File: config.mk
export PLATFORM = sky130hd
export DESIGN_NAME = coef_fifo
export DESIGN_NICKNAME = d
export VERILOG_FILES = /design/src/gat_pkg.sv /design/src/coef_fifo.sv
export SDC_FILE = /design/constraint.sdc
export NUM_CORES = 1
export LEC_CHECK = 0
export BUFFER_PORTS_ARGS = -buffer_cell sky130_fd_sc_hd__buf_2
export CORE_MARGIN = 10
export CORE_UTILIZATION = 45
export CTS_CLUSTER_DIAMETER = 150
export DETAILED_ROUTE_END_ITERATION = 6
export PLACE_DENSITY = 0.67
export SETUP_SLACK_MARGIN = 0.05
export SLEW_MARGIN = 20
export SYNTH_ARGS = -nofsm -noshare
export SYNTH_HDL_FRONTEND = slang
export SYNTH_SLANG_ARGS = --single-unit
File: constraint.sdc
create_clock -name clk -period 3.9 [get_ports clk]
set_clock_uncertainty 0.05 [all_clocks]
set_input_delay 0.78 -clock clk [delete_from_list [all_inputs] [get_ports clk]]
set_output_delay 0.78 -clock clk [all_outputs]
set_load 0.05 [all_outputs]
File: src/gat_pkg.sv
package gat_pkg;

  // Sizes for the scaled-down layer
  localparam int DATA_W       = 8;
  localparam int NUM_FEAT_IN  = 16;
  localparam int NUM_FEAT_OUT = 4;
  localparam int COL_W        = $clog2(NUM_FEAT_IN);
  localparam int ROW_LEN_W    = $clog2(NUM_FEAT_IN + 1);
  localparam int H_ADDR_W     = 6;
  localparam int NODE_ADDR_W  = 4;
  localparam int NODE_CNT_W   = NODE_ADDR_W + 1;
  localparam int WH_DATA_W    = 20;
  localparam int COEF_W       = 32;
  localparam int LEAKY_SHIFT  = 3;

  localparam int FIFO_DEPTH   = 8;
  localparam int FIFO_AW      = $clog2(FIFO_DEPTH);
  localparam int FIFO_CNT_W   = $clog2(FIFO_DEPTH + 1);

  typedef logic signed [DATA_W-1:0]    data_t;
  typedef logic [COL_W-1:0]            col_idx_t;
  typedef logic [ROW_LEN_W-1:0]        row_len_t;
  typedef logic [H_ADDR_W-1:0]         h_addr_t;
  typedef logic [NODE_ADDR_W-1:0]      node_addr_t;
  typedef logic [NODE_CNT_W-1:0]       node_cnt_t;
  typedef logic signed [WH_DATA_W-1:0] wh_data_t;
  typedef logic signed [COEF_W-1:0]    coef_t;
  typedef logic [FIFO_AW-1:0]          fifo_ptr_t;
  typedef logic [FIFO_CNT_W-1:0]       fifo_cnt_t;

  // One nonzero element of a compressed feature row
  typedef struct packed {
    data_t    value;
    col_idx_t col;
  } h_entry_t;

  // is_target marks the first node of a subgraph
  typedef struct packed {
    row_len_t row_len;
    logic     is_target;
  } node_info_t;

  typedef struct packed {
    data_t [NUM_FEAT_OUT-1:0] w;
  } wgt_row_t;

  // Self half pairs with the target, neighbour half with the node itself
  typedef struct packed {
    data_t [NUM_FEAT_OUT-1:0] self_half;
    data_t [NUM_FEAT_OUT-1:0] nbr_half;
  } attn_vec_t;

  typedef struct packed {
    wh_data_t [NUM_FEAT_OUT-1:0] feat;
    logic                        is_target;
  } wh_t;

endpackage

File: src/coef_fifo.sv
module coef_fifo (
  input  logic           clk,
  input  logic           rst_n,
  input  gat_pkg::coef_t din_i,
  input  logic           push_i,
  output logic           full_o,
  output gat_pkg::coef_t dout_o,
  output logic           valid_o,
  input  logic           ready_i
);

  gat_pkg::coef_t     mem [gat_pkg::FIFO_DEPTH];
  gat_pkg::fifo_ptr_t wr_ptr;
  gat_pkg::fifo_ptr_t rd_ptr;
  gat_pkg::fifo_cnt_t count;
  logic               pop;

  assign valid_o = (count != '0);
  assign full_o  = (count == gat_pkg::fifo_cnt_t'(gat_pkg::FIFO_DEPTH));
  assign dout_o  = mem[rd_ptr];
  assign pop     = valid_o && ready_i;

  always_ff @(posedge clk) begin
    if (push_i) begin
      mem[wr_ptr] <= din_i;
    end
  end

  always_ff @(posedge clk or negedge rst_n) begin
    if (!rst_n) begin
      wr_ptr <= '0;
      rd_ptr <= '0;
      count  <= '0;
    end else begin
      if (push_i) begin
        wr_ptr <= (wr_ptr == gat_pkg::fifo_ptr_t'(gat_pkg::FIFO_DEPTH - 1)) ? '0 : wr_ptr + 1'b1;
      end
      if (pop) begin
        rd_ptr <= (rd_ptr == gat_pkg::fifo_ptr_t'(gat_pkg::FIFO_DEPTH - 1)) ? '0 : rd_ptr + 1'b1;
      end
      case ({push_i, pop})
        2'b10:   count <= count + 1'b1;
        2'b01:   count <= count - 1'b1;
        default: count <= count;
      endcase
    end
  end

endmodule

Word-level counts from Yosys, hierarchy flattened. Memory sizes are Yosys's and may differ from the RTL's. Index checks and enable logic that the tools add are counted.

Reduce and logical (&&, ||, !) cells: 3. Equality and inequality tests: 5. $add $sub $neg: 4. Multiplexer cells: 5.

Operator list (number): 4-bit one-hot mux with 2 select lines (1); 3-bit by 1-bit adder with 3-bit output, second input constant (2); 3-bit equality test, second input constant (2); 3-bit 2-to-1 mux (2); 4-bit by 1-bit adder with 4-bit output, second input constant (1); 4-bit equality test, second input constant (1); 4-bit nonzero test (1); 4-bit by 1-bit subtractor with 4-bit output, second input constant (1); 2-bit by 1-bit equality test with 1-bit output, second input constant (1); 2-bit equality test, second input constant (1); 1-bit 2-to-1 mux (2); 2-bit nonzero test (1); 1-bit logical AND (1).

Input port bits: 36. Bits in registers: 10. RAM bits: 256. Word-level logic and storage cells: 21. Memories: 1.

Memory list: mem (words 8, width 32, rd ports 1, clocked after Yosys merged registers in 0, wr ports 1, line coef_fifo.sv:12) `gat_pkg::coef_t mem [gat_pkg::FIFO_DEPTH];`.

Longest topological paths before layout.
Depth in word-level cells: 4. Depth in mapped cells: 10.

Least setup slack after synthesis. Ideal clock, no wire load.

Path kind: input to register. Start point: input push_i. End point: memory mem[0][0] in the netlist's numbering, enable pin. Setup slack: 308 ps. Setup time: 461 ps. Arrival: 3081 ps. Stages: 2. Buffers on the path: 0. Cells stage by stage: nand2b_1 -> nor3_1.

Longest elaborated chain between the ends: 2.

RTL lines: from (decl) (line coef_fifo.sv:5) `input logic push_i,`; 1-bit 2-to-1 mux (line coef_fifo.sv:24) `if (push_i) begin`; 1-bit 2-to-1 mux (not written as such) (line coef_fifo.sv:25) `mem[wr_ptr] <= din_i;`; to (decl) (line coef_fifo.sv:12).

No other way between the ends.

Worst setup path in the final report.
Start point: register rd_ptr[0]. End point: output dout_o[30].

Longest elaborated chain between the ends: 1.

RTL lines: from (decl) (line coef_fifo.sv:14) `gat_pkg::fifo_ptr_t rd_ptr;`; from (signal assigned) (line coef_fifo.sv:39) `rd_ptr <= (rd_ptr == gat_pkg::fifo_ptr_t'(gat_pkg::FIFO_DEPTH - 1)) ? '0 : rd_ptr + 1'b1;`; memory read 8 x 32 bit; to (decl) (line coef_fifo.sv:7) `output gat_pkg::coef_t dout_o,`.

No other way between the ends.

==> impl_metrics.py <==
metrics = {
    "status": {
        "outcome": "completed",
    },
    "floorplanning": {
        "dieHeight_um": 171,
        "core_region_area_um2": 22500,
        "floorplan.die.width_um": 171,
        "die-area_um2": 29100,
        "start_util_pct": 45.4,
        "ioPinCount": 70,
        "rows": 55,
    },
    "clocking": {
        "clk_pin_slew_ns": 0.06,
        "cts_tree": "done",
        "cts-root-buf": "clkbuf_16",
        "post_cts_resized": 0,
        "clock_latency_ns": 0.53,
        "cts_max_level": 1,
        "hold_buffers": 0,
        "clk_path_buf_depth": 3,
        "numClockSinks": 266,
        "cts_made_buffers": 28,
        "post_cts.repair.setup_buffers": 0,
    },
    "timing": {
        "whs_ns": 0.0500,
        "setup_tns_ns": 0,
        "period_minus_slack_ns": 3.50,
        "relSlewSlack_pct": 57.8,
        "rsz0062_at_grt": "no",
        "setup_ws_ns": 0.400,
        "setup_viol": 0,
        "period_share_pct": 89.7,
        "finalHoldViolations": 0,
        "worst-slew-pin-transition_ns": 0.632,
        "finalMaxSlewViolations": 0,
        "fmaxAchievable_ghz": 0.286,
    },
    "logic_synthesis": {
        "synth_xor_area_share_pct": 0.429,
        "ys_ff_latch": 266,
        "synth-compound-area-share_pct": 0.208,
        "synth_edf_count": 256,
        "synth_top_family_by_area": "multiplexers",
        "yosys_most_used_dff": "edfxtp_1",
        "netlist_top_cells_count": "edfxtp_1 (256), mux4_2 (64), mux2_2 (38), dfrtp_1 (10), nor2_1 (8)",
        "synth_top_cell_by_area": "edfxtp_1",
        "synth_most_common_cell": "edfxtp_1",
        "synth_top_area_share_pct": 75.3,
        "synth_area_um2": 10200,
        "syn-instance-count": 428,
        "synth-simple-area-share_pct": 1.27,
        "synth_adder_area_share_pct": 0.858,
        "syn_nets": 471,
        "yosysUniqueCellTypes": 24,
        "synthMuxAreaShare_pct": 18.3,
        "synth_area_leaders": "edfxtp_1 (75%), mux4_2 (14%), mux2_2 (4.2%)",
        "async_flop_share_pct": 3.76,
        "yosysSeqAreaShare_pct": 77.8,
        "yosysWarnings": 0,
        "avgSynthCellArea_um2": 23.9,
    },
    "setup_path": {
        "crit_required_ns": 3.07,
        "slowest_delay_ns": 0.66,
        "r2r-start": "count[1]",
        "crit_chain": "buf_4, mux4_2, mux2_2, buf_2",
        "critPathLaunchType": "flop",
        "cp.arrival_ns": 2.67,
        "path_buf_inv": 2,
        "critPathTopFamily": "multiplexers",
        "startpoint": "rd_ptr[0]",
        "path_max_fanout": 20,
        "timing.reg2reg.setup_slack_ns": 1.27,
        "crit_slowest_cell": "dfrtp_4",
        "end_kind": "output pin",
        "critPathKind": "reg -> out",
    },
    "global_route": {
        "grt_pass1_wl_um": 29500,
        "grt.met1_usage_pct": 17.7,
        "grtUsageTotal_pct": 13.3,
        "grt_use_met2_pct": 22.0,
        "overflow": 0,
        "grtUsageMet3_pct": 2.63,
        "grt_pass1_vias": 4979,
        "grt_max_degree": 35,
        "busiest_layer": "met2",
        "antenna_found_initial": 3,
    },
    "drt": {
        "drt_iter0_drc": 264,
        "drc": 0,
        "dr.pass1.iters": 4,
        "ant_nets": 0,
        "routedWlPerCell_um": 23.0,
        "vias": 4550,
        "routed_wl_um": 19100,
        "vias_per_cell": 5.47,
    },
    "pwr": {
        "ir_worst_vdd_mv": 0.588,
        "p_per_area_nw_per_um2": 829,
        "p_leak_nw": 3.94,
    },
    "final_layout": {
        "drive_gt1_share_pct": 43.7,
        "finalInstanceArea_um2": 11900,
        "utilization_pct": 53.0,
        "nets": 567,
        "areaGrowthSynthToFinish_pct": 16.8,
    },
    "placement": {
        "place_area_um2": 11000,
        "dp_hpwl_um": 11100,
        "io_buffer_count": 69,
        "gp_congestion": 0.718,
        "preCtsSetupSlack_ns": 0.913,
    },
    "hold_path": {
        "hp-class": "in -> async",
    },
    "flow_run": {
        "cap_violations": 0,
    },
}
## state kept, by name (all words and copies together), names as in the netlist
signal and cells:
rd_ptr 3, wr_ptr 3, count 4, mem 256
## cell usage in the layout, fill, tap and decap left out, types with 2 or more instances in the layout
cell       instances
buf_12             3
buf_2             69
buf_4             12
bufinv_16          2
clkbuf_1           7
clkbuf_16         29
clkbuf_8           3
clkinv_1           3
clkinv_2           5
dfrtp_1            7
dfrtp_2            2
diode_2            2
edfxtp_1         256
ha_1               7
inv_1              2
mux2_2            38
mux4_2            64
nand2_1            3
nand2b_1           4
nor2_1             2
nor2_4             6
nor3_1             2
nor3_2             2
nor4b_1            2
xnor2_1            2
xor2_1             3
## power breakdown
group | switching (mW) | internal [mW]
registers | 0.277 | 3.61
clock network | 1.01 | 1.55
logic | 2.13 | 1.30
## stage by stage
stage / cells / total power, mW
after floorplan: 428 / 6.57
after global placement: 779 / 7.39
after detailed placement: 779 / 7.46
after CTS: 830 / 10.0
after global routing: 830 / 10.3
final: 832 / 9.88
## routing by layer
metal | up-vias | share of wire, %
li1 | 2008 | -
met1 | 2380 | 44
met2 | 122 | 49
met3 | 36 | 4.9
met4 | 4 | 1.9
met5 | - | 0.11
## worst paths after layout
kind / to / cells after the start
max reg2reg: count[2] / 10
min: rd_ptr[0] / 1
max in group asynchronous: rd_ptr[0] / 1
min in group clk: count[3] / 1
min reg2reg: count[3] / 1
max: dout_o[30] / 4
## worst register-to-register path, cell delays in order (launching register included)
cell and delay, ns:
dfrtp_1 0.45, or4_1 0.57, nand2_1 0.21, inv_1 0.09, ha_1 0.27, xor2_1 0.17
ha_1 0.18, a21oi_1 0.16, xor2_1 0.17, nor2_1 0.07, xor2_1 0.14
## area by class of cell
class / count / area [µm²]
Fill cell: 1709 / 10600
Inverter: 2 / 7.51
Clock inverter: 12 / 116
Timing Repair Buffer: 84 / 495
Multi-Input combinational cell: 142 / 2210
Antenna cell: 2 / 5.00
Sequential cell: 266 / 7940
Clock buffer: 39 / 793
Tap cell: 285 / 357
## logic make-up (layout without fill, tap and decap cells)
logic type	after synthesis	after routing
xor+xnor	5	5
flops	266	266
compound gates	3	3
fa+ha+maj	7	7
simple gates	25	25
mux	102	102
other cells	0	2
buf+inv	20	137
No activity file was read; power rests on OpenSTA's default activity.
