File: src/gat_pkg.sv
package gat_pkg;

  // Sizes for the scaled-down layer
  localparam int DATA_W       = 8;
  localparam int NUM_FEAT_IN  = 16;
  localparam int NUM_FEAT_OUT = 4;
  localparam int COL_W        = $clog2(NUM_FEAT_IN);
  localparam int ROW_LEN_W    = $clog2(NUM_FEAT_IN + 1);
  localparam int H_ADDR_W     = 6;
  localparam int NODE_ADDR_W  = 4;
  localparam int NODE_CNT_W   = NODE_ADDR_W + 1;
  localparam int WH_DATA_W    = 20;
  localparam int COEF_W       = 32;
  localparam int LEAKY_SHIFT  = 3;

  localparam int FIFO_DEPTH   = 8;
  localparam int FIFO_AW      = $clog2(FIFO_DEPTH);
  localparam int FIFO_CNT_W   = $clog2(FIFO_DEPTH + 1);

  typedef logic signed [DATA_W-1:0]    data_t;
  typedef logic [COL_W-1:0]            col_idx_t;
  typedef logic [ROW_LEN_W-1:0]        row_len_t;
  typedef logic [H_ADDR_W-1:0]         h_addr_t;
  typedef logic [NODE_ADDR_W-1:0]      node_addr_t;
  typedef logic [NODE_CNT_W-1:0]       node_cnt_t;
  typedef logic signed [WH_DATA_W-1:0] wh_data_t;
  typedef logic signed [COEF_W-1:0]    coef_t;
  typedef logic [FIFO_AW-1:0]          fifo_ptr_t;
  typedef logic [FIFO_CNT_W-1:0]       fifo_cnt_t;

  // One nonzero element of a compressed feature row
  typedef struct packed {
    data_t    value;
    col_idx_t col;
  } h_entry_t;

  // is_target marks the first node of a subgraph
  typedef struct packed {
    row_len_t row_len;
    logic     is_target;
  } node_info_t;

  typedef struct packed {
    data_t [NUM_FEAT_OUT-1:0] w;
  } wgt_row_t;

  // Self half pairs with the target, neighbour half with the node itself
  typedef struct packed {
    data_t [NUM_FEAT_OUT-1:0] self_half;
    data_t [NUM_FEAT_OUT-1:0] nbr_half;
  } attn_vec_t;

  typedef struct packed {
    wh_data_t [NUM_FEAT_OUT-1:0] feat;
    logic                        is_target;
  } wh_t;

endpackage

File: src/attention_coef.sv
module attention_coef (
  input  logic               clk,
  input  logic               rst_n,
  input  gat_pkg::attn_vec_t attn_i,
  input  gat_pkg::wh_t       wh_i,
  input  logic               wh_valid_i,
  output logic               wh_ready_o,
  input  logic               last_i,
  output gat_pkg::coef_t     coef_o,
  output logic               push_o,
  input  logic               full_i,
  output logic               run_done_o
);

  gat_pkg::coef_t self_dot;
  gat_pkg::coef_t nbr_dot;
  gat_pkg::coef_t tgt_dot;
  gat_pkg::coef_t s1_self;
  gat_pkg::coef_t s1_nbr;
  gat_pkg::coef_t sum;
  gat_pkg::coef_t leaky;
  gat_pkg::coef_t s2_coef;
  logic           s1_v;
  logic           s1_last;
  logic           s2_v;
  logic           s2_last;
  logic           stall;
  logic           take;

  always_comb begin
    self_dot = '0;
    nbr_dot  = '0;
    for (int j = 0; j < gat_pkg::NUM_FEAT_OUT; j++) begin
      self_dot = self_dot + $signed(attn_i.self_half[j]) * $signed(wh_i.feat[j]);
      nbr_dot  = nbr_dot + $signed(attn_i.nbr_half[j]) * $signed(wh_i.feat[j]);
    end
  end

  // Both stages hold while the output stage cannot push
  assign stall      = s2_v && full_i;
  assign wh_ready_o = !stall;
  assign take       = wh_valid_i && wh_ready_o;

  assign sum   = s1_self + s1_nbr;
  assign leaky = (sum < 0) ? (sum >>> gat_pkg::LEAKY_SHIFT) : sum;

  assign coef_o     = s2_coef;
  assign push_o     = s2_v && !full_i;
  assign run_done_o = push_o && s2_last;

  always_ff @(posedge clk or negedge rst_n) begin
    if (!rst_n) begin
      s1_v    <= 1'b0;
      s1_last <= 1'b0;
      s2_v    <= 1'b0;
      s2_last <= 1'b0;
    end else if (!stall) begin
      s1_v    <= wh_valid_i;
      s1_last <= wh_valid_i && last_i;
      s2_v    <= s1_v;
      s2_last <= s1_last;
    end
  end

  always_ff @(posedge clk) begin
    if (take && wh_i.is_target) begin
      tgt_dot <= self_dot;
    end
    if (!stall) begin
      s1_nbr  <= nbr_dot;
      // Self term is bound per item so a new target cannot overtake stage 2
      s1_self <= wh_i.is_target ? self_dot : tgt_dot;
      s2_coef <= leaky;
    end
  end

endmodule

File: config.mk
export PLATFORM = sky130hd
export DESIGN_NAME = attention_coef
export DESIGN_NICKNAME = d
export VERILOG_FILES = /design/src/gat_pkg.sv /design/src/attention_coef.sv
export SDC_FILE = /design/constraint.sdc
export NUM_CORES = 2
export LEC_CHECK = 0
export BUFFER_PORTS_ARGS = -buffer_cell sky130_fd_sc_hd__buf_2
export CAP_MARGIN = 0
export CORE_MARGIN = 5
export CORE_UTILIZATION = 50
export DETAILED_ROUTE_END_ITERATION = 16
export PLACE_DENSITY = 0.67
export REMOVE_ABC_BUFFERS = 1
export SETUP_SLACK_MARGIN = 0.2
export SYNTH_ARGS = -nofsm -noshare
export SYNTH_HDL_FRONTEND = slang
export SYNTH_SLANG_ARGS = --single-unit
File: constraint.sdc
create_clock -name clk -period 4.64 [get_ports clk]
set_clock_uncertainty 0.2 [all_clocks]
set_input_delay 0.696 -clock clk [delete_from_list [all_inputs] [get_ports clk]]
set_output_delay 0.696 -clock clk [all_outputs]
set_load 0.1 [all_outputs]
=== Yosys cells after proc, flatten, opt, wreduce, memory -nomap -nowiden ===
Cells that the tools add are included.

* $add $sub $neg: 7
* $mul: 8
* Magnitude comparators: 1
* Multiplexer cells: 2
* Reductions and logical operators: 8

{| class="wikitable"
|+ Operators with widths
! operator !! number
|-
| 8-bit by 20-bit multiplier with 28-bit output || 8
|-
| 30-bit by 28-bit adder with 31-bit output || 2
|-
| 29-bit by 28-bit adder with 30-bit output || 2
|-
| 28-bit by 28-bit adder with 29-bit output || 2
|-
| 32-bit adder || 1
|-
| 32-bit by 1-bit < comparator with 1-bit output, second input constant || 1
|-
| 32-bit two-way mux || 1
|-
| 31-bit two-way mux || 1
|-
| 1-bit logical AND || 6
|-
| 1-bit zero test || 2
|}

* Register bits after elaboration: 132
* Input bits: 150
* Output and inout bits: 35
* Logic and storage cells: 34

=== Logic depth before layout (Yosys ltp) ===
* Word-level depth: 5
* Depth in mapped cells: 28
* Gate-level depth less buffers: 26

=== Worst setup path before layout ===
Ideal clock, no wire load.

* Kind: in2reg
* Start point: input port wh_i[16] in the netlist's numbering
* End point: register s1_self[27], data pin
* Setup time: 260 ps
* Arrival: 7,409 ps
* Slack: -3,229 ps
* Stages: 25
* Path through: clkbuf_1 > nand2_1 > fa_1 > inv_1 > fa_1 > inv_1 > fa_1 > inv_1 > fa_1 > fa_1 > fa_1 > fa_1 > inv_1 > fa_1 > inv_1 > ha_1 > and4_1 > a41oi_1 > o21ai_1 > a21oi_1 > a21oi_1 > or4b_1 > a31o_2 > xor2_1 > mux2_2

* Cells in the longest elaborated chain, start to end: 5

{| class="wikitable"
|+ RTL lines
! what !! line !! text
|-
| from (decl) || attention_coef.sv:5 || <nowiki>input gat_pkg::wh_t wh_i,</nowiki>
|-
| 8-bit by 20-bit multiplier with 28-bit output || attention_coef.sv:34 || <nowiki>self_dot = self_dot + $signed(attn_i.self_half[j]) * $signed(wh_i.feat[j]);</nowiki>
|-
| 28-bit by 28-bit adder with 29-bit output || attention_coef.sv:34 ||
|-
| 29-bit by 28-bit adder with 30-bit output || attention_coef.sv:34 ||
|-
| 30-bit by 28-bit adder with 31-bit output || attention_coef.sv:34 ||
|-
| named net self_dot[27] || attention_coef.sv:15 || <nowiki>gat_pkg::coef_t self_dot;</nowiki>
|-
| 32-bit two-way mux || attention_coef.sv:72 || <nowiki>s1_self <= wh_i.is_target ? self_dot : tgt_dot;</nowiki>
|-
| to (signal assigned) || attention_coef.sv:72 ||
|-
| to (decl) || attention_coef.sv:18 || <nowiki>gat_pkg::coef_t s1_self;</nowiki>
|}

The timed path passes the listed nets, and every way through them passes these cells.
A chain may end at the register's enable or synchronous reset.

=== Worst setup path in the final report ===
* Start point: input port wh_i[10] in the netlist's numbering
* End point: register s1_self[27], data pin

Same word-level chain as after synthesis.

==> impl_results.md <==
* Via-to-Cell Ratio at 5.158
* Largest net degree at the start of global routing at 56
* DPL Wire Length at 130700 µm
* Crit Reg-Reg Startpoint: s1_self[8]
* Flip-flop and latch count after synthesis at 129
* Number of synthesis warnings at 0
* Top-level I/O count at 185
* Max Buffers Root-to-Sink at 2
* Setup repair after global routing missed its margin: true
* Xor-xnor portion of the synthesized cell area at 1.564%
* DRC violation count after routing at 0
* Number of antenna violations at the first check in global routing at 12
* DIE WIDTH at 331.0 µm
* Post-DR wirelength/cell at 20.61 µm
* Final Wtd Congestion at 0.9039
* Number of clock buffers inserted by TritonCTS at 17
* GRT met2 Usage at 50.61%
* Max-slew violations at 0
* Required time reported for the critical path endpoint at 4.63 ns
* Fraction of synthesized area in multiplexers at 1.146%
* Compound-cell area share of the yosys netlist at 3.055%
* Critical Setup Path Class: in -> reg
* Post-layout minimum cycle time at 7.639 ns
* TritonCTS clock tree: built
* Post-synthesis area per instance at 9.597 µm²
* GRT met3 Usage at 4.751%
* Final setup violation count at 84
* Global-route wire length before repair at 238600 µm
* Commonest non-fill, non-tap cell in the layout: inv_1
* Core area at 102000 µm²
* Final net count at 7857
* Tightest slew margin relative to the limit at 39.29%
* Distinct cell type count after synthesis at 67
* Simple-gate share of the synthesized area at 13.52%
* Dominant combinational cell family by area after synthesis: adder cells
* Source of the worst hold timing path: s1_v
* Global routing usage on met1 at 35.72%
* Number of enable-type register cells in the synthesized netlist at 125
* Post-synthesis sequential area ratio at 7.479%
* Vias in the first global route at 43392
* Worst endpoint data arrival time at 7.63 ns
* Class of the worst hold path: reg -> reg
* Setup slack of the worst register-to-register path at 0.85 ns
* Row count at 117
* Most used flip-flop cell after synthesis: edfxtp_1
* Total of fill cells in the finished design at 8139
* Routed vias at 38290
* Drt first pass iters at 5
* Worst Max-Slew Pin Slew at 0.9107 ns
* Clock transition time at the flip-flop clock pins of the worst setup and hold paths at 0.06 ns
* Highest achievable clock rate at 130.9 MHz
* Worst-path cell with the longest stage delay: fa_1
* End of the worst register-to-register path: coef_o[3]
* Clock tree root buffer cell: clkbuf_16
* Number of nets with antenna violations after routing at 0
* Netlist Area Pre-Place at 51530 µm²
* Violations in the final reports: setup timing
* Element type at the critical path end: register
* Adder and majority gate portion of the synthesized area at 60.65%
* Share of the clock period used by the worst path after layout at 164.6%
* Core occupancy in the finished layout at 62.48%
* Global-route usage over all layers at 28.53%
* Final-layout worst hold slack at 0.2715 ns
* Die height at 331.0 µm
* R2R cell count at 8
* Count of max-cap constraint violations at 0
* Die ar. at 109600 µm²
* Critical Path Source Type: input pin
* WHS Path Cells at 1
* Endpoint of the worst hold-timing path: s2_v
* Port bufs at 184
* Most frequent cell on the critical path: fa_1
* Synth-to-Final Area Change at 23.73%
* Starting utilization of the core area at 50.50%
* Worst-skew pair later-pin latency at 0.44 ns
* Final hold violation count at 0
* Share of layout cells above drive strength 1 at 22.28%
* Crit path max fanout at 7
* H-tree lvl count at 4
* Overall overflow remaining after global route at 0
* Cell count after synthesis at 5369
* Total number of clock tree sinks at 129
* Post-route setup slack at -2.999 ns
* Layer carrying the most global-route usage: met2
* Most frequent cells in the layout: inv_1, fa_1, nand2_1
* Detailed-route wire length at 153000 µm
* Peak per-stage delay on the critical path at 0.54 ns
* Drt first-iter violations at 2385
* Synth async-reset ratio at 3.101%
* Result of the run: complete, but fails checks
[layer usage]
metal	part of all wire, %	wire length [µm]	up-vias
met3	6.8	10450	327
met4	3.8	5886	0
met2	51	78140	1282
met1	38	58510	20019
li1	-	-	16662
met5	0	0	-
[area by class of cell]
cell class | instances | area, µm² | area share (%)
diodes | 9 | 22.52 | 0.03533
clock buffers | 19 | 432.9 | 0.6791
clock inverters | 13 | 173.9 | 0.2728
inverters | 1506 | 5659 | 8.877
multi-input cells | 3516 | 43250 | 67.84
flip-flops and latches | 129 | 3854 | 6.045
well taps | 1368 | 1712 | 2.685
repair buffers | 863 | 8647 | 13.56
[synthesized netlist by cell type (all sizes together) (9+ instances only)]
master  count  share of area [%]
mux2       48                1.0
ha        301                7.3
xor2       31               0.53
nand3      16               0.16
o21bai     16               0.23
a21oi      67               0.67
nor2b      35               0.42
o21ai      49               0.48
o21a       10               0.15
nand2     785                5.7
a31oi       9               0.11
xnor2      61                1.0
a21o       38               0.55
fa       1373                 53
inv      1506                 11
a211oi     17               0.26
clkbuf    214                1.6
and2      384                4.7
edfxtp    125                7.3
nor2       74               0.54
nand2b    117                1.4
nor3       13               0.13
[state kept, by name (all words and copies together) (netlist names)]
signal,count
s1_nbr,31
tgt_dot,31
s2_v,1
s2_last,1
s1_last,1
s1_v,1
coef_o,32
s1_self,31
[worst max-delay path by stage]
| stage | to | slack [ns] | from |
|---|---|---|---|
| finish | s1_self[27] | -3.00 | wh_i[10] |
| global placement | s1_self[28] | -3.86 | attn_i[34] |
| CTS | s1_self[29] | -2.92 | attn_i[47] |
| global route | s1_self[27] | -3.16 | attn_i[47] |
| detailed placement | s1_nbr[30] | -3.97 | wh_i[8] |
| floorplan | s1_self[27] | -2.93 | wh_i[11] |
[metrics by stage]
stage / instance area, µm² / setup slack (ns) / setup TNS (ns) / instances
3_5_place_dp: 57710 / -3.970 / -257.59 / 7234
4_1_cts: 62440 / -2.923 / -185.86 / 7372
5_1_grt: 63740 / -3.159 / -204.60 / 7418
2_1_floorplan: 50690 / -2.932 / -187.17 / 5151
3_3_place_gp: 57710 / -3.861 / -252.03 / 7234
6_report: 63750 / -2.999 / -191.64 / 7423
[worst max-delay path, delay by kind of cell]
family	cells	cell delay (ns)
buffers and inverters	8	0.69
and+or+nand+nor	2	0.63
muxes	1	0.25
xor gates and xnor gates	1	0.13
AOI/OAI and AO/OA	6	0.99
adders and majority gates	9	4.21
[cells by family (layout without fill, tap and decap cells)]
family                     Yosys count  after routing
DFF                                129            129
xor gates and xnor gates            92             92
muxes                               53             53
other                                0              9
AOI/OAI and AO/OA                  239            239
buffers and inverters             1724           2401
and+or+nand+nor                   1458           1458
adders and majority gates         1674           1674
[what timing repair did]
action                                  4_1_cts  5_1_grt
buffers inserted                             97       40
pin swaps                                   331      191
gates resized for setup                     812      244
hold buffers                                  1        0
endpoints found under the setup margin       85       85
hold endpoints to repair                      4        0
gates cloned                                  8        2
Power is left out: the tool's default activity adds up to more than one toggle a clock period on the data nets, which glitch-free logic cannot reach.
