==> src/gat_pkg.sv <==
package gat_pkg;

  // Sizes for the scaled-down layer
  localparam int DATA_W       = 8;
  localparam int NUM_FEAT_IN  = 16;
  localparam int NUM_FEAT_OUT = 4;
  localparam int COL_W        = $clog2(NUM_FEAT_IN);
  localparam int ROW_LEN_W    = $clog2(NUM_FEAT_IN + 1);
  localparam int H_ADDR_W     = 6;
  localparam int NODE_ADDR_W  = 4;
  localparam int NODE_CNT_W   = NODE_ADDR_W + 1;
  localparam int WH_DATA_W    = 20;
  localparam int COEF_W       = 32;
  localparam int LEAKY_SHIFT  = 3;

  localparam int FIFO_DEPTH   = 8;
  localparam int FIFO_AW      = $clog2(FIFO_DEPTH);
  localparam int FIFO_CNT_W   = $clog2(FIFO_DEPTH + 1);

  typedef logic signed [DATA_W-1:0]    data_t;
  typedef logic [COL_W-1:0]            col_idx_t;
  typedef logic [ROW_LEN_W-1:0]        row_len_t;
  typedef logic [H_ADDR_W-1:0]         h_addr_t;
  typedef logic [NODE_ADDR_W-1:0]      node_addr_t;
  typedef logic [NODE_CNT_W-1:0]       node_cnt_t;
  typedef logic signed [WH_DATA_W-1:0] wh_data_t;
  typedef logic signed [COEF_W-1:0]    coef_t;
  typedef logic [FIFO_AW-1:0]          fifo_ptr_t;
  typedef logic [FIFO_CNT_W-1:0]       fifo_cnt_t;

  // One nonzero element of a compressed feature row
  typedef struct packed {
    data_t    value;
    col_idx_t col;
  } h_entry_t;

  // is_target marks the first node of a subgraph
  typedef struct packed {
    row_len_t row_len;
    logic     is_target;
  } node_info_t;

  typedef struct packed {
    data_t [NUM_FEAT_OUT-1:0] w;
  } wgt_row_t;

  // Self half pairs with the target, neighbour half with the node itself
  typedef struct packed {
    data_t [NUM_FEAT_OUT-1:0] self_half;
    data_t [NUM_FEAT_OUT-1:0] nbr_half;
  } attn_vec_t;

  typedef struct packed {
    wh_data_t [NUM_FEAT_OUT-1:0] feat;
    logic                        is_target;
  } wh_t;

endpackage

==> src/sparse_feature_mult.sv <==
module sparse_feature_mult (
  input  logic                clk,
  input  logic                rst_n,
  input  logic                start_i,
  input  gat_pkg::node_cnt_t  node_cnt_i,
  output gat_pkg::node_addr_t node_addr_o,
  input  gat_pkg::node_info_t node_info_i,
  output gat_pkg::h_addr_t    h_addr_o,
  input  gat_pkg::h_entry_t   h_entry_i,
  output gat_pkg::col_idx_t   w_addr_o,
  input  gat_pkg::wgt_row_t   w_row_i,
  output gat_pkg::wh_t        wh_o,
  output logic                wh_valid_o,
  input  logic                wh_ready_i,
  output logic                last_o,
  input  logic                run_done_i,
  output logic                ready_o
);

  typedef enum logic [2:0] {
    IDLE,
    NODE_FETCH,
    ROW_READ,
    ROW_DRAIN,
    EMIT,
    WAIT_DONE
  } state_e;

  state_e                                        state;
  gat_pkg::node_cnt_t                            node_cnt_q;
  gat_pkg::node_cnt_t                            node_idx;
  gat_pkg::h_addr_t                              h_ptr;
  gat_pkg::row_len_t                             rem;
  logic                                          tgt_q;
  logic                                          rd_v1;
  logic                                          rd_v2;
  logic                                          last_node;
  gat_pkg::data_t                                val_q;
  gat_pkg::wh_data_t [gat_pkg::NUM_FEAT_OUT-1:0] acc;
  logic signed [2*gat_pkg::DATA_W-1:0]           prod [gat_pkg::NUM_FEAT_OUT];

  // node_idx runs one ahead so the next node-info word is ready in NODE_FETCH
  assign node_addr_o = node_idx[gat_pkg::NODE_ADDR_W-1:0];
  assign h_addr_o    = h_ptr;
  // Weight row follows the column of the entry just returned
  assign w_addr_o    = h_entry_i.col;
  assign last_node   = (node_idx == node_cnt_q);
  assign ready_o     = (state == IDLE);
  assign wh_valid_o  = (state == EMIT);
  assign last_o      = wh_valid_o && last_node;
  assign wh_o        = '{feat: acc, is_target: tgt_q};

  always_comb begin
    for (int j = 0; j < gat_pkg::NUM_FEAT_OUT; j++) begin
      prod[j] = $signed(val_q) * $signed(w_row_i.w[j]);
    end
  end

  always_ff @(posedge clk or negedge rst_n) begin
    if (!rst_n) begin
      state      <= IDLE;
      node_cnt_q <= '0;
      node_idx   <= '0;
      h_ptr      <= '0;
      rem        <= '0;
      rd_v1      <= 1'b0;
      rd_v2      <= 1'b0;
    end else begin
      rd_v1 <= (state == ROW_READ);
      rd_v2 <= rd_v1;
      case (state)
        IDLE: begin
          if (start_i) begin
            node_cnt_q <= node_cnt_i;
            state      <= NODE_FETCH;
          end
        end
        NODE_FETCH: begin
          // Only reached with last_node set when the count is zero
          if (last_node) begin
            state <= IDLE;
          end else begin
            rem      <= node_info_i.row_len;
            node_idx <= node_idx + 1'b1;
            if (node_info_i.row_len == '0) begin
              state <= ROW_DRAIN;
            end else begin
              state <= ROW_READ;
            end
          end
        end
        ROW_READ: begin
          h_ptr <= h_ptr + 1'b1;
          rem   <= rem - 1'b1;
          if (rem == gat_pkg::row_len_t'(1)) begin
            state <= ROW_DRAIN;
          end
        end
        ROW_DRAIN: begin
          // Last product lands in acc on this edge
          if (!rd_v1) begin
            state <= EMIT;
          end
        end
        EMIT: begin
          if (wh_ready_i) begin
            if (last_node) begin
              state <= WAIT_DONE;
            end else begin
              state <= NODE_FETCH;
            end
          end
        end
        WAIT_DONE: begin
          if (run_done_i) begin
            node_idx <= '0;
            h_ptr    <= '0;
            state    <= IDLE;
          end
        end
        default: state <= IDLE;
      endcase
    end
  end

  always_ff @(posedge clk) begin
    if (rd_v1) begin
      val_q <= h_entry_i.value;
    end
    if (state == NODE_FETCH) begin
      tgt_q <= node_info_i.is_target;
      acc   <= '0;
    end else if (rd_v2) begin
      for (int j = 0; j < gat_pkg::NUM_FEAT_OUT; j++) begin
        acc[j] <= acc[j] + prod[j];
      end
    end
  end

endmodule

==> config.mk <==
export PLATFORM = sky130hd
export DESIGN_NAME = sparse_feature_mult
export DESIGN_NICKNAME = d
export VERILOG_FILES = /design/src/gat_pkg.sv /design/src/sparse_feature_mult.sv
export SDC_FILE = /design/constraint.sdc
export NUM_CORES = 1
export LEC_CHECK = 0
export BUFFER_PORTS_ARGS = -buffer_cell sky130_fd_sc_hd__buf_2
export CAP_MARGIN = 20
export CORE_ASPECT_RATIO = 0.9
export CORE_MARGIN = 2
export CORE_UTILIZATION = 40
export CTS_BUF_LIST = sky130_fd_sc_hd__clkbuf_4 sky130_fd_sc_hd__clkbuf_8
export CTS_CLUSTER_SIZE = 16
export DETAILED_ROUTE_END_ITERATION = 10
export HOLD_SLACK_MARGIN = 0.03
export PLACE_DENSITY = 0.58
export SLEW_MARGIN = 40
export SYNTH_ARGS = -nofsm -noshare
export SYNTH_HDL_FRONTEND = slang
export SYNTH_SLANG_ARGS = --single-unit
export TNS_END_PERCENT = 5
==> constraint.sdc <==
create_clock -name clk -period 7.4 [get_ports clk]
set_input_delay 1.48 -clock clk [delete_from_list [all_inputs] [get_ports clk]]
set_output_delay 1.48 -clock clk [all_outputs]
set_load 0.02 [all_outputs]
* Word-level counts from Yosys, hierarchy flattened *
Cells that the tools add are included.

word-level totals
  flip-flop bits (word level) = 115

operators by class
  add/subtract/negate cells = 7
  multiply operators = 4
  equality and inequality tests = 13
  muxes and demuxes = 16
  reductions and logical operators = 11

operators by type and width
  kind                                                  number
  adder 20 x 16 -> 20 bit                               4
  multiplier 8 x 8 -> 16 bit                            4
  case mux 5 bit (2 select lines)                       2
  two-way mux 3 bit                                     6
  case mux 3 bit (6 select lines)                       1
  two-way mux 5 bit                                     3
  case mux 6 bit (2 select lines)                       1
  != test 2 bit (second input constant)                 4
  adder 6 x 1 -> 6 bit (second input constant)          1
  equality test 3 x 2 -> 1 bit (second input constant)  2
  equality test 3 bit (second input constant)           2
  two-way mux 6 bit                                     1
  AND reduction 2 bit                                   3
  nonzero test 2 bit                                    3
  adder 5 x 1 -> 5 bit (second input constant)          1
  equality test 5 x 1 -> 1 bit (second input constant)  1
  equality test 5 bit                                   1
  logical NOT 5 bit                                     1
  AND reduction 5 bit                                   1
  subtractor 5 x 1 -> 5 bit (second input constant)     1
  != test 2 x 1 -> 1 bit (second input constant)        2
  equality test 3 x 1 -> 1 bit (second input constant)  1
  logical NOT 3 bit                                     1
  AND reduction 3 bit                                   1
  other kinds (3)                                       3

* Depth between registers and ports, before layout *
Gate-level depths: netlist of the first run.

  depth after elaboration = 4
  mapped depth = 20
  depth with buffers taken out = 19

* Least setup slack after synthesis of the first run *
OpenSTA, ideal clock, no wires.

  path kind = input port to flip-flop
  from = input port w_row_i[16] (netlist bit)
  to = register acc, in the netlist wh_o[60]
  data arrival time = 6.178 ns
  required time = 7.267 ns
  slack = 1.090 ns
  stages = 15
  cells stage by stage = and2_1 -> inv_1 -> fa_1 -> inv_1 -> fa_1 -> fa_1 -> fa_1 -> fa_1 -> ha_1 -> a2111o_1 -> o22a_4 -> a311o_1 -> o31ai_4 -> mux2i_1 -> a21oi_1

on the way
  cells in the longest elaborated chain, start to end = 2

ends and longest elaborated chain
  element                         RTL line                    RTL
  start: declaration              sparse_feature_mult.sv:11   input gat_pkg::wgt_row_t w_row_i,
  multiplier 8 x 8 -> 16 bit      sparse_feature_mult.sv:55   prod[j] = $signed(val_q) * $signed(w_row_i.w[j]);
  adder 20 x 16 -> 20 bit         sparse_feature_mult.sv:135  acc[j] <= acc[j] + prod[j];
  end signal: indexed assignment  sparse_feature_mult.sv:135
  end: declaration                sparse_feature_mult.sv:39   gat_pkg::wh_data_t [gat_pkg::NUM_FEAT_OUT-1:0] acc;

No other way between the ends.
A chain may end at the register's enable or synchronous reset.

* Worst setup path in the final report of the first run *
  from = input port w_row_i[17] (netlist bit)
  to = register acc, in the netlist wh_o[60]

The elaborated chain is that of the path after synthesis.

==> results of run 1 <==
synth_stat cells (all sizes together) (7+ instances only):
library cell    n  share of area (%)
fa            352                 38
inv           350                7.1
ha            188                 13
nand2         140                2.8
and2          132                4.5
nor2          126                2.6
dfxtp          80                8.7
a21oi          64                1.7
xnor2          58                2.7
mux2i          52                2.8
clkbuf         39               0.79
o21ai          38                1.0
xor2           28                1.3
buf            26               0.75
dfrtp          26                3.5
a211oi         22               0.92
a21o           18               0.74
nand3          15               0.41
nor3           11               0.30
o21a           11               0.45
edfxtp          9                1.5
nand2b          8               0.27
o21bai          8               0.32
and3            7               0.24
mux2            7               0.43
sequential cells by signal, summed over array words and instances, names as in the netlist:
name,flops
node_idx,5
wh_o,80
rem,5
val_q,8
tgt_q,1
node_cnt_q,5
state,3
rd_v1,1
h_addr_o,6
rd_v2,1
layout by cell type, fill, tap and decap left out, drive strengths merged, types with 38 or more instances in the layout:
| cell | Yosys | routed |
|---|---|---|
| a21oi | 64 | 64 |
| nand2 | 140 | 140 |
| fa | 352 | 352 |
| xnor2 | 58 | 58 |
| dfxtp | 80 | 80 |
| and2 | 132 | 132 |
| nor2 | 126 | 126 |
| buf | 26 | 171 |
| inv | 350 | 356 |
| ha | 188 | 188 |
| mux2i | 52 | 52 |
| o21ai | 38 | 38 |
per-layer routing:
metal	wire, µm	global-route usage, %	vias to the layer above	part of all wire [%]
li1	-	-	6151	-
met1	20700	28.0	6506	49
met2	18600	28.3	207	44
met3	2290	4.67	34	5.4
met4	569	4.76	6	1.3
met5	36	0	-	0.085
critical path: stages:
cell      delay [ps]
buf_2            180
and2_1           620
fa_1             560
fa_1             500
fa_1             560
fa_1             410
ha_1             290
ha_1             330
a2111o_1         430
o22a_4           230
a311o_1          370
o31ai_4          190
mux2i_1          200
a21oi_1           70
stage by stage:
stage / instances / hold WS [ps] / cell area, µm² / util (%)
final: 2635 / 503 / 20300 / 44.7
after global routing: 2635 / 527 / 20300 / 44.7
after CTS: 2634 / 507 / 20300 / 44.7
after detailed placement: 2602 / 493 / 19900 / 43.7
after global placement: 2600 / 483 / 19900 / 43.7
after floorplan: 1889 / 459 / 18500 / -
worst max-delay path by stage:
stage | to | slack (ps) | cells past startpoint | start
final | wh_o[60] | 1400 | 14 | w_row_i[17]
after global routing | wh_o[20] | 1150 | 16 | w_row_i[7]
after CTS | wh_o[60] | 1450 | 14 | w_row_i[17]
after detailed placement | wh_o[60] | 810 | 14 | w_row_i[17]
after global placement | wh_o[60] | 870 | 14 | w_row_i[17]
after floorplan | wh_o[60] | 1090 | 15 | w_row_i[16]
final cells by class:
cell class              instances  share of cell area [%]
inverters                     355                    6.56
flip-flops and latches        115                    12.4
multi-input cells            1354                    70.6
clock buffers                  19                    1.29
well taps                     608                    3.74
repair buffers                171                    4.57
clock inverters                13                   0.831
logic make-up (layout without fill, tap and decap cells):
| group | Yosys count | after routing | share of synthesized area [%] |
|---|---|---|---|
| AO/OA/AOI/OAI | 209 | 209 | 7.60 |
| XOR/XNOR | 86 | 86 | 4.07 |
| adder cells (fa/ha/maj) | 540 | 540 | 50.8 |
| buffers and inverters | 420 | 558 | 8.75 |
| flip-flops | 115 | 115 | 13.6 |
| multiplexers | 59 | 59 | 3.24 |
| AND/OR/NAND/NOR | 460 | 460 | 11.8 |
==> impl_metrics.xml, run 1 <==
<?xml version="1.0" encoding="UTF-8"?>
<metrics>
  <group name="status">
    <metric name="run_status" unit="">complete, no violations</metric>
  </group>
  <group name="worst_setup_path">
    <metric name="reg2regPathDepth" unit="">14</metric>
    <metric name="setup.worst_path.class" unit="">primary input to flip-flop</metric>
    <metric name="endpoint_required_time_on_the_critical_path" unit="ps">7820</metric>
    <metric name="rr_startpoint" unit="">val_q[7]</metric>
    <metric name="critPathArrivalTime" unit="ps">6420</metric>
    <metric name="worst_setup_end_kind" unit="">flip-flop</metric>
    <metric name="startpoint_type" unit="">primary input</metric>
    <metric name="timing.critical_path.fanout_max" unit="">12</metric>
    <metric name="timing.reg2reg.setup_slack" unit="ps">1510</metric>
    <metric name="rr_endpoint" unit="">wh_o[60]</metric>
  </group>
  <group name="hold_path">
    <metric name="min-delay-start" unit="">wh_o[67]</metric>
    <metric name="hp_class" unit="">flip-flop to flip-flop</metric>
    <metric name="worstHoldPathCells" unit="">2</metric>
    <metric name="worst_hold_path.endpoint" unit="">wh_o[67]</metric>
  </group>
  <group name="die">
    <metric name="floorplan.die.height" unit="µm">208</metric>
    <metric name="chipWidth" unit="µm">231</metric>
    <metric name="coreArea" unit="mm²">0.0455</metric>
    <metric name="count_of_boundary_i_o_pins" unit="">158</metric>
    <metric name="die_area" unit="mm²">0.0480</metric>
    <metric name="core.rowCount" unit="">74</metric>
    <metric name="floorplan.initialDensity" unit="%">40.7</metric>
  </group>
  <group name="clock_tree">
    <metric name="postCtsHoldBufs" unit="">0</metric>
    <metric name="htreeDepth" unit="">4</metric>
    <metric name="max-clock-path-buffers" unit="">2</metric>
    <metric name="clk_transition_reported_paths" unit="ps">90</metric>
    <metric name="clock-sinks" unit="">115</metric>
    <metric name="number_of_buffers_inserted_during_clock_tree_synthesis" unit="">17</metric>
    <metric name="tritoncts" unit="">yes</metric>
    <metric name="postCtsSetupBuffers" unit="">0</metric>
    <metric name="insertion_delay_of_the_later_clocked_pin_in_the_worst_skew_pair" unit="ps">560</metric>
    <metric name="postCtsResizedCells" unit="">0</metric>
    <metric name="cts.root.buffer_cell" unit="">clkbuf_8</metric>
  </group>
  <group name="synthesis">
    <metric name="ys_ff_latch" unit="">115</metric>
    <metric name="synth-edff-count" unit="">9</metric>
    <metric name="seq_area_frac_synth" unit="%">13.6</metric>
    <metric name="syn_area" unit="mm²">0.0185</metric>
    <metric name="synth_cell_types" unit="">65</metric>
    <metric name="syn_inst" unit="">1889</metric>
    <metric name="synthesis.yosys.warnings" unit="">0</metric>
    <metric name="synth_area_per_cell" unit="µm²">9.79</metric>
    <metric name="ys.flop_type" unit="">dfxtp_1</metric>
    <metric name="synthesis.nets" unit="">2489</metric>
    <metric name="synth-async-reset-ratio" unit="%">22.6</metric>
  </group>
  <group name="route">
    <metric name="remaining_drc_errors" unit="">0</metric>
    <metric name="detail_route.iter0.violations" unit="">596</metric>
    <metric name="ant_nets" unit="">0</metric>
    <metric name="drt-pass1-iter-count" unit="">7</metric>
    <metric name="finalWirelength" unit="mm">42.2</metric>
    <metric name="vias_per_cell" unit="">4.90</metric>
    <metric name="post_dr_wirelength_cell" unit="µm">16.0</metric>
    <metric name="detailroute.via_count" unit="">12900</metric>
  </group>
  <group name="layout">
    <metric name="nets" unit="">2614</metric>
    <metric name="antenna_cells_inserted" unit="">0</metric>
    <metric name="multi_input_comb_area" unit="mm²">0.0143</metric>
    <metric name="area_growth_syn_to_layout" unit="%">9.95</metric>
    <metric name="layout-drive-gt1-share" unit="%">11.3</metric>
    <metric name="layout.area.seq" unit="mm²">0.00253</metric>
    <metric name="fillers" unit="">4369</metric>
  </group>
  <group name="run">
    <metric name="cap_violations" unit="">0</metric>
  </group>
  <group name="place">
    <metric name="place_ws" unit="ps">808</metric>
    <metric name="detailedPlacementHpwl" unit="mm">34.1</metric>
    <metric name="count_of_buffers_from_port_buffering" unit="">149</metric>
    <metric name="globalplace.congestion" unit="">0.819</metric>
  </group>
  <group name="global_route">
    <metric name="groute.usage.overall" unit="%">19.1</metric>
    <metric name="antenna_found_initial" unit="">5</metric>
    <metric name="pin_count_of_the_biggest_net_entering_global_routing" unit="">76</metric>
    <metric name="grt_pass1_vias" unit="">13500</metric>
    <metric name="globalRouteOverflowTotal" unit="">0</metric>
    <metric name="grt_first_pass_wirelength" unit="mm">71.6</metric>
  </group>
  <group name="sta">
    <metric name="tightest_slew" unit="ps">840</metric>
    <metric name="period_share" unit="%">81.1</metric>
    <metric name="timing.final.setup_violations" unit="">0</metric>
    <metric name="unrepaired_setup_endpoints_after_global_routing" unit="">no</metric>
    <metric name="fmaxAchievable" unit="MHz">167</metric>
    <metric name="setup_total_negative_slack" unit="ps">0</metric>
    <metric name="final.setup_skew" unit="ps">17.7</metric>
    <metric name="worst_slack" unit="ps">1400</metric>
    <metric name="timing.slew.headroom" unit="%">44.0</metric>
    <metric name="final-max-slew-violation-count" unit="">0</metric>
    <metric name="timing.final.hold_violations" unit="">0</metric>
    <metric name="layout_min_cycle_time" unit="ps">6000</metric>
  </group>
</metrics>
Power of run 1 is not shown: default switching activity piles up to over one toggle a cycle in this logic, so the estimate is an artifact.
==> run 2: changes to the inputs <==
- clock period: 7.4 -> 5.73 ns (I/O delays scaled with it)
==> run 2 against run 1 <==
Cell count grew 4.7%. Count of clock-buffer cells in the layout fell by 1. Flip-flop and latch count did not move. Clock skew is essentially flat. Critical path depth increased by 3. Worst hold slack worse by 3.0 ps. Worst setup slack lost 1100 ps. Via count increased by 3.1%. Critical endpoint is now wh_o[59].
==> impl_metrics.xml, run 2 (synthesis results as in run 1) <==
<?xml version="1.0" encoding="UTF-8"?>
<metrics>
  <group name="status">
    <metric name="run_status" unit="">complete, no violations</metric>
  </group>
  <group name="global_route">
    <metric name="grt_first_pass_wirelength" unit="mm">73.9</metric>
    <metric name="grt_pass1_vias" unit="">14200</metric>
    <metric name="antenna_found_initial" unit="">4</metric>
    <metric name="groute.usage.overall" unit="%">19.6</metric>
    <metric name="pin_count_of_the_biggest_net_entering_global_routing" unit="">71</metric>
    <metric name="globalRouteOverflowTotal" unit="">0</metric>
  </group>
  <group name="layout">
    <metric name="mostFrequentLayoutCell" unit="">fa_1</metric>
    <metric name="finish.utilization" unit="%">47.0</metric>
    <metric name="layout-drive-gt1-share" unit="%">16.6</metric>
    <metric name="stdcell_count" unit="">2760</metric>
    <metric name="final_cell_mix" unit="">fa_1 (352), inv_1 (349), ha_1 (188)</metric>
    <metric name="largest_reg_flops" unit="">80</metric>
    <metric name="nets" unit="">2737</metric>
    <metric name="area_growth_syn_to_layout" unit="%">15.5</metric>
    <metric name="stdcell_area" unit="mm²">0.0214</metric>
  </group>
  <group name="route">
    <metric name="detail_route.iter0.violations" unit="">549</metric>
    <metric name="finalWirelength" unit="mm">42.9</metric>
    <metric name="post_dr_wirelength_cell" unit="µm">15.5</metric>
    <metric name="vias_per_cell" unit="">4.82</metric>
    <metric name="remaining_drc_errors" unit="">0</metric>
    <metric name="drt-pass1-iter-count" unit="">6</metric>
    <metric name="detailroute.via_count" unit="">13300</metric>
    <metric name="ant_nets" unit="">0</metric>
  </group>
  <group name="sta">
    <metric name="worst_slack" unit="ps">292</metric>
    <metric name="timing.final.hold_violations" unit="">0</metric>
    <metric name="timing.slew.headroom" unit="%">45.5</metric>
    <metric name="layout_min_cycle_time" unit="ps">5440</metric>
    <metric name="period_share" unit="%">94.9</metric>
    <metric name="fmaxAchievable" unit="MHz">184</metric>
    <metric name="final-max-slew-violation-count" unit="">0</metric>
    <metric name="unrepaired_setup_endpoints_after_global_routing" unit="">no</metric>
    <metric name="timing.final.setup_violations" unit="">0</metric>
    <metric name="tightest_slew" unit="ps">818</metric>
    <metric name="final.setup_skew" unit="ps">17.6</metric>
  </group>
  <group name="worst_setup_path">
    <metric name="startpoint_type" unit="">primary input</metric>
    <metric name="critPathTopFamily" unit="">adder cells</metric>
    <metric name="critPathArrivalTime" unit="ps">5850</metric>
    <metric name="cpMaxStageDelayCell" unit="">fa_1</metric>
    <metric name="crit_path_cell_trace" unit="">buf_2 &gt; and2_2 &gt; inv_1 &gt; fa_1 &gt; inv_1 &gt; fa_1 &gt; fa_1 &gt; fa_1 &gt; fa_1 &gt; ha_1 &gt; o21a_1 &gt; a21oi_1 &gt; o21ai_1 &gt; o41ai_2 &gt; o21ai_1 &gt; xnor2_1 &gt; a21oi_1</metric>
    <metric name="worst_setup_end_kind" unit="">flip-flop</metric>
    <metric name="setup.worst_path.class" unit="">primary input to flip-flop</metric>
    <metric name="worstPathBufferInverterCount" unit="">3</metric>
    <metric name="critical_path.max_stage_delay" unit="ps">570</metric>
    <metric name="timing.reg2reg.setup_slack" unit="ps">350</metric>
    <metric name="timing.critical_path.fanout_max" unit="">8</metric>
    <metric name="most_used_cell_cp" unit="">fa_1</metric>
    <metric name="endpoint_required_time_on_the_critical_path" unit="ps">6140</metric>
  </group>
  <group name="run">
    <metric name="cap_violations" unit="">0</metric>
  </group>
  <group name="clock_tree">
    <metric name="number_of_buffers_inserted_during_clock_tree_synthesis" unit="">17</metric>
    <metric name="cts.root.buffer_cell" unit="">clkbuf_8</metric>
    <metric name="clk_transition_reported_paths" unit="ps">80</metric>
    <metric name="postCtsResizedCells" unit="">0</metric>
    <metric name="insertion_delay_of_the_later_clocked_pin_in_the_worst_skew_pair" unit="ps">560</metric>
    <metric name="max-clock-path-buffers" unit="">2</metric>
    <metric name="clock-sinks" unit="">115</metric>
    <metric name="postCtsSetupBuffers" unit="">0</metric>
    <metric name="htreeDepth" unit="">4</metric>
    <metric name="tritoncts" unit="">yes</metric>
    <metric name="postCtsHoldBufs" unit="">0</metric>
  </group>
  <group name="die">
    <metric name="chipWidth" unit="µm">231</metric>
    <metric name="floorplan.die.height" unit="µm">208</metric>
    <metric name="core.rowCount" unit="">74</metric>
    <metric name="floorplan.initialDensity" unit="%">40.7</metric>
    <metric name="die_area" unit="mm²">0.0480</metric>
    <metric name="count_of_boundary_i_o_pins" unit="">158</metric>
    <metric name="coreArea" unit="mm²">0.0455</metric>
  </group>
  <group name="place">
    <metric name="globalplace.congestion" unit="">0.815</metric>
    <metric name="detailedPlacementHpwl" unit="mm">34.8</metric>
    <metric name="count_of_buffers_from_port_buffering" unit="">149</metric>
    <metric name="placed_cells" unit="">2726</metric>
    <metric name="place_ws" unit="ps">-241</metric>
    <metric name="placed_area" unit="mm²">0.0209</metric>
  </group>
  <group name="hold_path">
    <metric name="hp_class" unit="">flip-flop to flip-flop</metric>
  </group>
</metrics>
[run 2: changes by cell type in the layout (fill, tap and decap cells not counted), sizes merged]
cell	before	now
inv	356	355
clkbuf	19	18
diode	0	2
clkinv	6	9
buf	171	294
clkinvlp	3	2
[run 2: final cells by class]
type                    instances  area, µm²
fillers                      4355      24100
multi-input cells            1354      14400
flip-flops and latches        115       2530
repair buffers                294       1960
inverters                     355       1330
well taps                     608        761
clock buffers                  18        241
clock inverters                14        178
diodes                          2       5.00
[run 2: worst paths after layout]
kind,from,to,cells past startpoint
worst max-delay path,w_row_i[16],wh_o[59],17
worst min-delay path,rem[3],rem[3],1
worst max register to register,val_q[0],wh_o[59],18
worst min register to register,rem[3],rem[3],1
max in group asynchronous,rst_n,rd_v2,1
min in group asynchronous,rst_n,h_addr_o[5],1
[run 2: per-stage QoR]
stage | TNS (ps) | hold WS, ps
2_1_floorplan | -308 | 459
3_3_place_gp | -1150 | 483
3_5_place_dp | -2320 | 486
4_1_cts | 0 | 499
5_1_grt | 0 | 541
6_report | 0 | 499
[run 2: layer usage]
| metal | part of all wire [%] | track usage (%) | up-vias |
|---|---|---|---|
| met2 | 44 | 29.1 | 200 |
| met3 | 5.0 | 4.71 | 37 |
| met4 | 1.6 | 5.25 | 6 |
| li1 | - | - | 6406 |
| met1 | 50 | 28.5 | 6658 |
| met5 | 0.072 | 0 | - |
Power of run 2 is left out for the same reason.
